[src/verilog/dcache_pkg.sv]
// cache types; a line is one 64-bit word and the way count is fixed at four
`default_nettype none

package dcache_pkg;

  // the replacement tree only covers four ways
  localparam int num_ways = 4;

  typedef logic [31:0] addr_t;
  typedef logic [63:0] word_t;

  // load or store from the processor
  typedef struct packed {
    logic  write;
    addr_t addr;
    word_t data;
  } cpu_req_t;

  // loads only
  typedef struct packed {
    word_t data;
    logic  hit;
  } cpu_resp_t;

  // line read or writeback
  typedef struct packed {
    logic  write;
    addr_t addr;
    word_t data;
  } mem_req_t;

  // replacement candidate in the looked-up set
  typedef struct packed {
    logic  valid;
    logic  dirty;
    addr_t addr;
    word_t data;
  } victim_t;

endpackage

`default_nettype wire

[src/verilog/dcache_ctrl.sv]
// one request at a time; mem_resp_valid must only pulse after an accepted read
`default_nettype none

module dcache_ctrl #(
  parameter int set_bits = 4
) (
  input  logic                  clock,
  input  logic                  reset,
  input  dcache_pkg::cpu_req_t  cpu_req,
  input  logic                  cpu_req_valid,
  output logic                  cpu_req_ready,
  output dcache_pkg::cpu_resp_t cpu_resp,
  output logic                  cpu_resp_valid,
  input  logic                  cpu_resp_ready,
  output dcache_pkg::mem_req_t  mem_req,
  output logic                  mem_req_valid,
  input  logic                  mem_req_ready,
  input  dcache_pkg::word_t     mem_resp_data,
  input  logic                  mem_resp_valid,
  output dcache_pkg::addr_t     lookup_addr,
  output logic                  write_en,
  output dcache_pkg::word_t     write_data,
  output logic                  write_dirty,
  output logic                  touch,
  input  logic                  hit,
  input  dcache_pkg::word_t     hit_data,
  input  dcache_pkg::victim_t   victim
);
  import dcache_pkg::*;

  localparam int tag_bits = 32 - 3 - set_bits;

  typedef enum logic [2:0] {
    st_idle,
    st_lookup,
    st_writeback,
    st_fill_req,
    st_fill_wait,
    st_respond
  } state_t;

  state_t    state_q;
  state_t    state_d;
  cpu_req_t  req_q;
  cpu_resp_t resp_q;
  addr_t     line_addr;

  assign line_addr   = {req_q.addr[31 -: tag_bits], req_q.addr[3 +: set_bits], 3'b000};
  assign lookup_addr = line_addr;

  assign cpu_req_ready  = (state_q == st_idle);
  assign cpu_resp_valid = (state_q == st_respond);
  assign cpu_resp       = resp_q;

  // victim is stable while waiting, so the request holds
  assign mem_req_valid = (state_q == st_writeback) || (state_q == st_fill_req);
  assign mem_req       = (state_q == st_writeback) ? {1'b1, victim.addr, victim.data}
                                                   : {1'b0, line_addr, 64'd0};

  // fills install clean, stores install dirty
  assign write_data  = (state_q == st_fill_wait) ? mem_resp_data : req_q.data;
  assign write_dirty = req_q.write;

  always_comb begin
    state_d  = state_q;
    write_en = 1'b0;
    touch    = 1'b0;
    case (state_q)
      st_idle: begin
        if (cpu_req_valid) begin
          state_d = st_lookup;
        end
      end
      st_lookup: begin
        if (hit && !req_q.write) begin
          touch   = 1'b1;
          state_d = st_respond;
        end else if (!hit && victim.valid && victim.dirty) begin
          state_d = st_writeback;
        end else if (req_q.write) begin
          // store hit or store miss over a clean line
          write_en = 1'b1;
          state_d  = st_idle;
        end else begin
          state_d = st_fill_req;
        end
      end
      st_writeback: begin
        if (mem_req_ready) begin
          if (req_q.write) begin
            write_en = 1'b1;
            state_d  = st_idle;
          end else begin
            state_d = st_fill_req;
          end
        end
      end
      st_fill_req: begin
        if (mem_req_ready) begin
          state_d = st_fill_wait;
        end
      end
      st_fill_wait: begin
        if (mem_resp_valid) begin
          write_en = 1'b1;
          state_d  = st_respond;
        end
      end
      st_respond: begin
        if (cpu_resp_ready) begin
          state_d = st_idle;
        end
      end
      default: state_d = st_idle;
    endcase
  end

  always_ff @(posedge clock) begin
    if (reset) begin
      state_q <= st_idle;
    end else begin
      state_q <= state_d;
    end
  end

  always_ff @(posedge clock) begin
    if (cpu_req_valid && cpu_req_ready) begin
      req_q <= cpu_req;
    end
    if (state_q == st_lookup && hit) begin
      resp_q <= {hit_data, 1'b1};
    end else if (state_q == st_fill_wait && mem_resp_valid) begin
      resp_q <= {mem_resp_data, 1'b0};
    end
  end

endmodule

`default_nettype wire

[config.mk]
export PLATFORM = sky130hd
export DESIGN_NAME = dcache_ctrl
export DESIGN_NICKNAME = d
export VERILOG_FILES = /design/src/verilog/dcache_pkg.sv /design/src/verilog/dcache_ctrl.sv
export SDC_FILE = /design/constraint.sdc
export NUM_CORES = 1
export LEC_CHECK = 0
export BUFFER_PORTS_ARGS = -buffer_cell sky130_fd_sc_hd__buf_2
export CORE_AREA = 2 2 229 231
export DETAILED_ROUTE_END_ITERATION = 6
export DIE_AREA = 0 0 231 233
export HOLD_SLACK_MARGIN = 0.06
export SLEW_MARGIN = 5
export SYNTH_ARGS = -nofsm -noshare
export SYNTH_HDL_FRONTEND = slang
export SYNTH_SLANG_ARGS = --single-unit
[constraint.sdc]
create_clock -name clock -period 10 [get_ports clock]
set_input_delay 0.5 -clock clock [delete_from_list [all_inputs] [get_ports clock]]
set_output_delay 0.5 -clock clock [all_outputs]
set_load 0.03 [all_outputs]
==> impl_metrics.py, run 1 <==
metrics = {
    "synthesis": {
        "synth_cell_types": 34,
        "synth_async_sr_flop_share_pct": 0,
        "yosysTopAreaCell": "edfxtp_1",
        "synthCells": 504,
        "ys_seq_area_share_pct": 63.8,
        "synth_top_area_share_pct": 62.8,
        "synth.cell_area_mm2": 0.00756,
        "syn_avg_cell_area_um2": 15.0,
        "synth_edf_count": 158,
        "yosysWarnings": 0,
        "synth.area.top_cells": "edfxtp_1 (63%), mux2_2 (13%), a22o_1 (7.5%)",
        "synth_top_flop_cell": "edfxtp_1",
        "yosys_register_bits": 162,
    },
    "route": {
        "finalWirelength_um": 29300,
        "drtIter0Drc": 348,
        "drt_first_pass_iters": 5,
        "vias_per_cell": 3.84,
        "vias": 6680,
        "wire_per_inst_um": 16.9,
        "remaining_drc_errors": 0,
        "ant_nets": 0,
    },
    "die": {
        "core_mm2": 0.0511,
        "dieArea_mm2": 0.0538,
        "die_y_um": 233,
        "core.rowCount": 83,
        "die-width_um": 231,
        "start_util_pct": 14.8,
        "pin_count": 594,
    },
    "placement": {
        "place_area_mm2": 0.0110,
        "place_hpwl_um": 23000,
        "numPortBuffers": 587,
        "gp_congestion": 0.843,
    },
    "clock_network": {
        "cts_sinks": 162,
        "h-tree-depth": 4,
        "cts_tree": "built",
        "clkTransAtPathRegs_ps": 80,
        "cts_inserted_buffers": 17,
        "hold_buffers": 0,
        "clockBufferDepth": 2,
        "clk_latency_ps": 470,
        "root_buffer": "clkbuf_16",
        "cts_resized": 0,
        "post_cts_buffers": 0,
    },
    "global_route": {
        "grt_antenna_before_repair": 2,
        "grt_pass1_wl_um": 40000,
        "grt_max_degree": 71,
        "grt-ovfl-total": 0,
        "grt_usage_pct": 10.3,
        "grt_pass1_vias": 6365,
    },
    "layout": {
        "fillers": 5513,
        "layout_common_cells": "buf_2 (587), edfxtp_1 (158), mux2_2 (89)",
        "fin_area_mm2": 0.0116,
        "nets": 1375,
        "area_delta_synth_final_pct": 53.6,
        "layout_commonest_cell": "buf_2",
        "antenna_cells": 0,
        "drive_gt1_share_pct": 68.1,
    },
    "critical_path": {
        "cp.required_ps": 9500,
        "startpoint_type": "flip-flop",
        "slowest_delay_ps": 680,
        "crit_arrival_ps": 3070,
        "critPathKind": "flip-flop to output pin",
        "cp_slowest_cell": "buf_4",
        "cp_max_fo": 57,
        "critPathCaptureType": "output pin",
        "worstPathCellList": "inv_1 -> nor3_4 -> buf_4 -> mux2_2 -> buf_2",
    },
    "timing": {
        "max_slew_margin_pct": 33.1,
        "finalClockSkew_ps": 9.61,
        "fin_crit_sh_pct": 35.7,
        "fin_setup_tns_ps": 0,
        "finalSetupViolCount": 0,
        "hold_viol_final": 0,
        "fin_crit_ps": 3570,
        "worst_slew_pin_slew_ps": 1000,
        "fmax_ghz": 0.280,
        "finalMaxSlewViolations": 0,
        "rsz0062_at_grt": "false",
    },
    "hold_path": {
        "holdCritPathClass": "input port to flip-flop",
    },
    "power_and_ir_drop": {
        "max-vdd-ir-drop_uv": 99.7,
        "powerDensity_mw_per_mm2": 174,
        "p_leak_nw": 5.36,
    },
    "job": {
        "drv_cap": 0,
    },
    "run_status": {
        "status": "completed",
    },
}
## flip-flops by register name, summed over array words and instances, names as in the netlist
name,flops
lookup_addr,29
req_q,64
cpu_resp,65
write_dirty,1
state_q,3
## logic make-up (layout without fill, tap and decap cells)
kind of cell	count (synthesis)	after routing	share of synthesized area, %
mux	93	93	13.9
flops	162	162	63.8
buf+inv	76	628	5.88
compound gates	79	79	8.78
other cells	1	3	0.0496
simple gates	93	93	7.60
## synthesized netlist by cell type (all sizes together), types with 3 or more instances
cell type	number
inv	3
mux2	93
nor2b	3
buf	52
clkbuf	21
nand2b	4
nor3	3
a22o	65
nand2	4
and3	68
edfxtp	158
dfxtp	4
nor2	6
## through the flow
| stage | power (mW) | utilization (%) | setup WS [ps] | cells | hold slack (ps) |
|---|---|---|---|---|---|
| after floorplan | 1.17 | - | 5850 | 506 | 569 |
| after global placement | 1.34 | 21.5 | 6920 | 1706 | 438 |
| after detailed placement | 1.35 | 21.5 | 6910 | 1706 | 451 |
| after CTS | 2.06 | 22.7 | 6330 | 1738 | 137 |
| after global routing | 2.10 | 22.7 | 6180 | 1738 | 148 |
| final | 2.02 | 22.7 | 6430 | 1738 | 193 |
## power by group
| part | switching [mW] | internal (mW) | total, mW |
|---|---|---|---|
| Combinational | 0.318 | 0.160 | 0.478 |
| Sequential | 0.0237 | 0.823 | 0.847 |
| Clock | 0.331 | 0.361 | 0.692 |
| Total | 0.673 | 1.34 | 2.02 |
## area by class of cell
type / count / area, um2 / area share (%)
Clock inverter: 15 / 186 / 1.61
Clock buffer: 17 / 425 / 3.67
Sequential cell: 162 / 4820 / 41.6
Multi-Input combinational cell: 268 / 2320 / 20.0
Tap cell: 680 / 851 / 7.33
Timing Repair Buffer: 593 / 2980 / 25.7
Inverter: 3 / 11.3 / 0.0970
## layer usage
metal	up-vias	global-route usage, %	share of wire, %
met3	43	4.34	10
met5	-	0	0.031
met2	365	16.0	48
met4	2	4.52	2.3
met1	3248	12.5	40
li1	3022	-	-
## critical path: cells and delay by family (launching register included)
family                 cells  cell delay [ps]
buffers and inverters      3             1060
flip-flops                 1              570
multiplexers               1              440
AND/OR/NAND/NOR            1              380
## final timing paths
path	start	end	slack [ps]	cells after the start
worst max-delay path	state_q[2]	write_data[3]	6430	5
worst min-delay path	cpu_req[85]	lookup_addr[21]	190	1
worst max register to register	state_q[1]	req_q[29]	7220	3
worst min register to register	cpu_resp[0]	cpu_resp[0]	470	1
No activity file was read; power rests on OpenSTA's default activity.
==> inputs of run 2 (changes only) <==
--- a/config.mk
+++ b/config.mk
@@ -6,9 +6,9 @@
 export NUM_CORES = 1
 export LEC_CHECK = 0
 export BUFFER_PORTS_ARGS = -buffer_cell sky130_fd_sc_hd__buf_2
-export CORE_AREA = 2 2 229 231
+export CORE_AREA = 2 2 231 233
 export DETAILED_ROUTE_END_ITERATION = 6
-export DIE_AREA = 0 0 231 233
+export DIE_AREA = 0 0 233 235
 export HOLD_SLACK_MARGIN = 0.06
 export SLEW_MARGIN = 5
 export SYNTH_ARGS = -nofsm -noshare
==> constraint.sdc (replaced) <==
create_clock -name clock -period 3.3 [get_ports clock]
set_input_delay 0.165 -clock clock [delete_from_list [all_inputs] [get_ports clock]]
set_output_delay 0.165 -clock clock [all_outputs]
set_load 0.03 [all_outputs]
==> run 2 against run 1 <==
  * First-iteration DRC count is 14% lower
  * Design area is 20% higher
  * Largest power group unchanged
  * Via count is 13% higher
  * Critical endpoint is now write_data[15]
  * Routed wire length is 13% higher
==> impl_metrics.py, run 2 (same netlist as run 1, synthesis figures left out) <==
metrics = {
    "global_route": {
        "top_usage_layer": "met2",
        "grt-ovfl-total": 0,
        "met3_usage_pct": 4.47,
        "grt_pass1_vias": 7846,
        "grtUsageMet1_pct": 12.8,
        "grt_pass1_wl_um": 46800,
        "use_met2_pct": 20.2,
        "grt_antenna_before_repair": 6,
        "grt_max_degree": 71,
        "grt_usage_pct": 11.7,
    },
    "critical_path": {
        "path_buf_inv": 3,
        "ff2ff_setup_slack_ps": 650,
        "r2r-start": "state_q[1]",
        "cp_max_fo": 38,
        "slowest_delay_ps": 590,
        "worstReg2RegEnd": "cpu_resp[13]",
        "reg2reg_depth": 5,
        "critPathKind": "flip-flop to output pin",
        "startpoint_type": "flip-flop",
        "crit_arrival_ps": 2650,
        "path_depth": 5,
        "worstPathCellList": "inv_1 -> nor3_4 -> buf_4 -> mux2_2 -> buf_2",
        "startpoint": "state_q[2]",
        "endpoint": "write_data[15]",
        "crit_family": "buffers and inverters",
        "cp.required_ps": 3130,
        "critPathCaptureType": "output pin",
        "cp_slowest_cell": "dfxtp_1",
    },
    "timing": {
        "whs_ps": 141,
        "worst_slew_pin_slew_ps": 617,
        "fin_crit_ps": 2820,
        "max_slew_margin_pct": 58.8,
        "fin_setup_tns_ps": 0,
        "hold_viol_final": 0,
        "finalClockSkew_ps": 14.3,
        "fin_crit_sh_pct": 85.3,
        "finalSetupViolCount": 0,
        "finalMaxSlewViolations": 0,
        "setup_ws_ps": 484,
        "fmax_ghz": 0.355,
        "rsz0062_at_grt": "false",
    },
    "layout": {
        "fin_area_mm2": 0.0140,
        "nets": 1608,
        "largest_reg_flops": 65,
        "layout_common_cells": "buf_2 (587), dlygate4sd3_1 (226), edfxtp_1 (158)",
        "area_delta_synth_final_pct": 84.7,
        "layout.cells.non_filler": 1980,
        "fin_util_pct": 26.7,
        "drive_gt1_share_pct": 56.2,
        "layout_commonest_cell": "buf_2",
    },
    "route": {
        "remaining_drc_errors": 0,
        "vias_per_cell": 3.83,
        "ant_nets": 0,
        "wire_per_inst_um": 16.8,
        "vias": 7579,
        "finalWirelength_um": 33200,
        "drt_first_pass_iters": 4,
        "drtIter0Drc": 301,
    },
    "clock_network": {
        "cts_inserted_buffers": 17,
        "clockBufferDepth": 2,
        "root_buffer": "clkbuf_16",
        "cts_resized": 0,
        "cts_tree": "built",
        "cts_sinks": 162,
        "clkTransAtPathRegs_ps": 60,
        "clk_latency_ps": 480,
        "h-tree-depth": 4,
    },
    "placement": {
        "gp_congestion": 0.856,
        "place_area_mm2": 0.0111,
        "dp.cells": 1721,
        "numPortBuffers": 587,
        "post-place-ws_ps": 964,
        "place_hpwl_um": 23700,
    },
    "power_and_ir_drop": {
        "total_power_mw": 6.31,
        "p_leak_nw": 6.50,
        "max-vdd-ir-drop_uv": 281,
        "powerDensity_mw_per_mm2": 452,
    },
    "hold_path": {
        "holdCritPathClass": "input port to flip-flop",
    },
    "die": {
        "core.rowCount": 84,
        "pin_count": 594,
        "start_util_pct": 14.5,
        "dieArea_mm2": 0.0548,
        "die-width_um": 233,
        "core_mm2": 0.0522,
        "die_y_um": 235,
    },
    "job": {
        "drv_cap": 0,
    },
    "run_status": {
        "status": "completed",
    },
}
==> run 2: final cells by class <==
type / instances / area (um2)
Inverter: 3 / 11.3
Multi-Input combinational cell: 268 / 2320
Fill cell: 5360 / 38300
Timing Repair Buffer: 826 / 5350
Sequential cell: 162 / 4820
Clock inverter: 15 / 164
Tap cell: 688 / 861
Clock buffer: 17 / 425
Antenna cell: 1 / 2.50
==> run 2: what timing repair did <==
item                      CTS  global route
setup buffers               0             0
hold buffers              226             0
hold endpoints to repair  161             0
==> run 2: routing by layer <==
layer / share of wire (%) / wire length [um]
met2: 50 / 16600
met5: 0.078 / 26
met4: 2.3 / 757
met3: 8.9 / 2940
met1: 39 / 12900
==> run 2: power breakdown <==
group	switching [mW]	leakage [nW]	total [mW]	internal, mW
clock	1.00	0.287	2.01	1.01
sequential	0.0753	1.53	2.57	2.49
combinational	1.04	4.68	1.73	0.693
total	2.12	6.50	6.31	4.19
==> run 2: worst min path at each step <==
stage	from	to	slack, ps	depth (start not counted)
floorplan	reset	state_q[0]	230	1
global route	mem_resp_valid	cpu_resp[0]	120	3
global placement	cpu_req[31]	req_q[31]	340	1
finish	mem_resp_valid	cpu_resp[0]	140	3
CTS	mem_resp_valid	cpu_resp[0]	80	3
detailed placement	cpu_req[30]	req_q[30]	340	1
==> run 2: worst register-to-register path: cells and delay by family (launching register included) <==
kind,cells,cell delay (ps)
flops,1,710
simple gates,2,570
buf+inv,2,910
compound gates,1,220
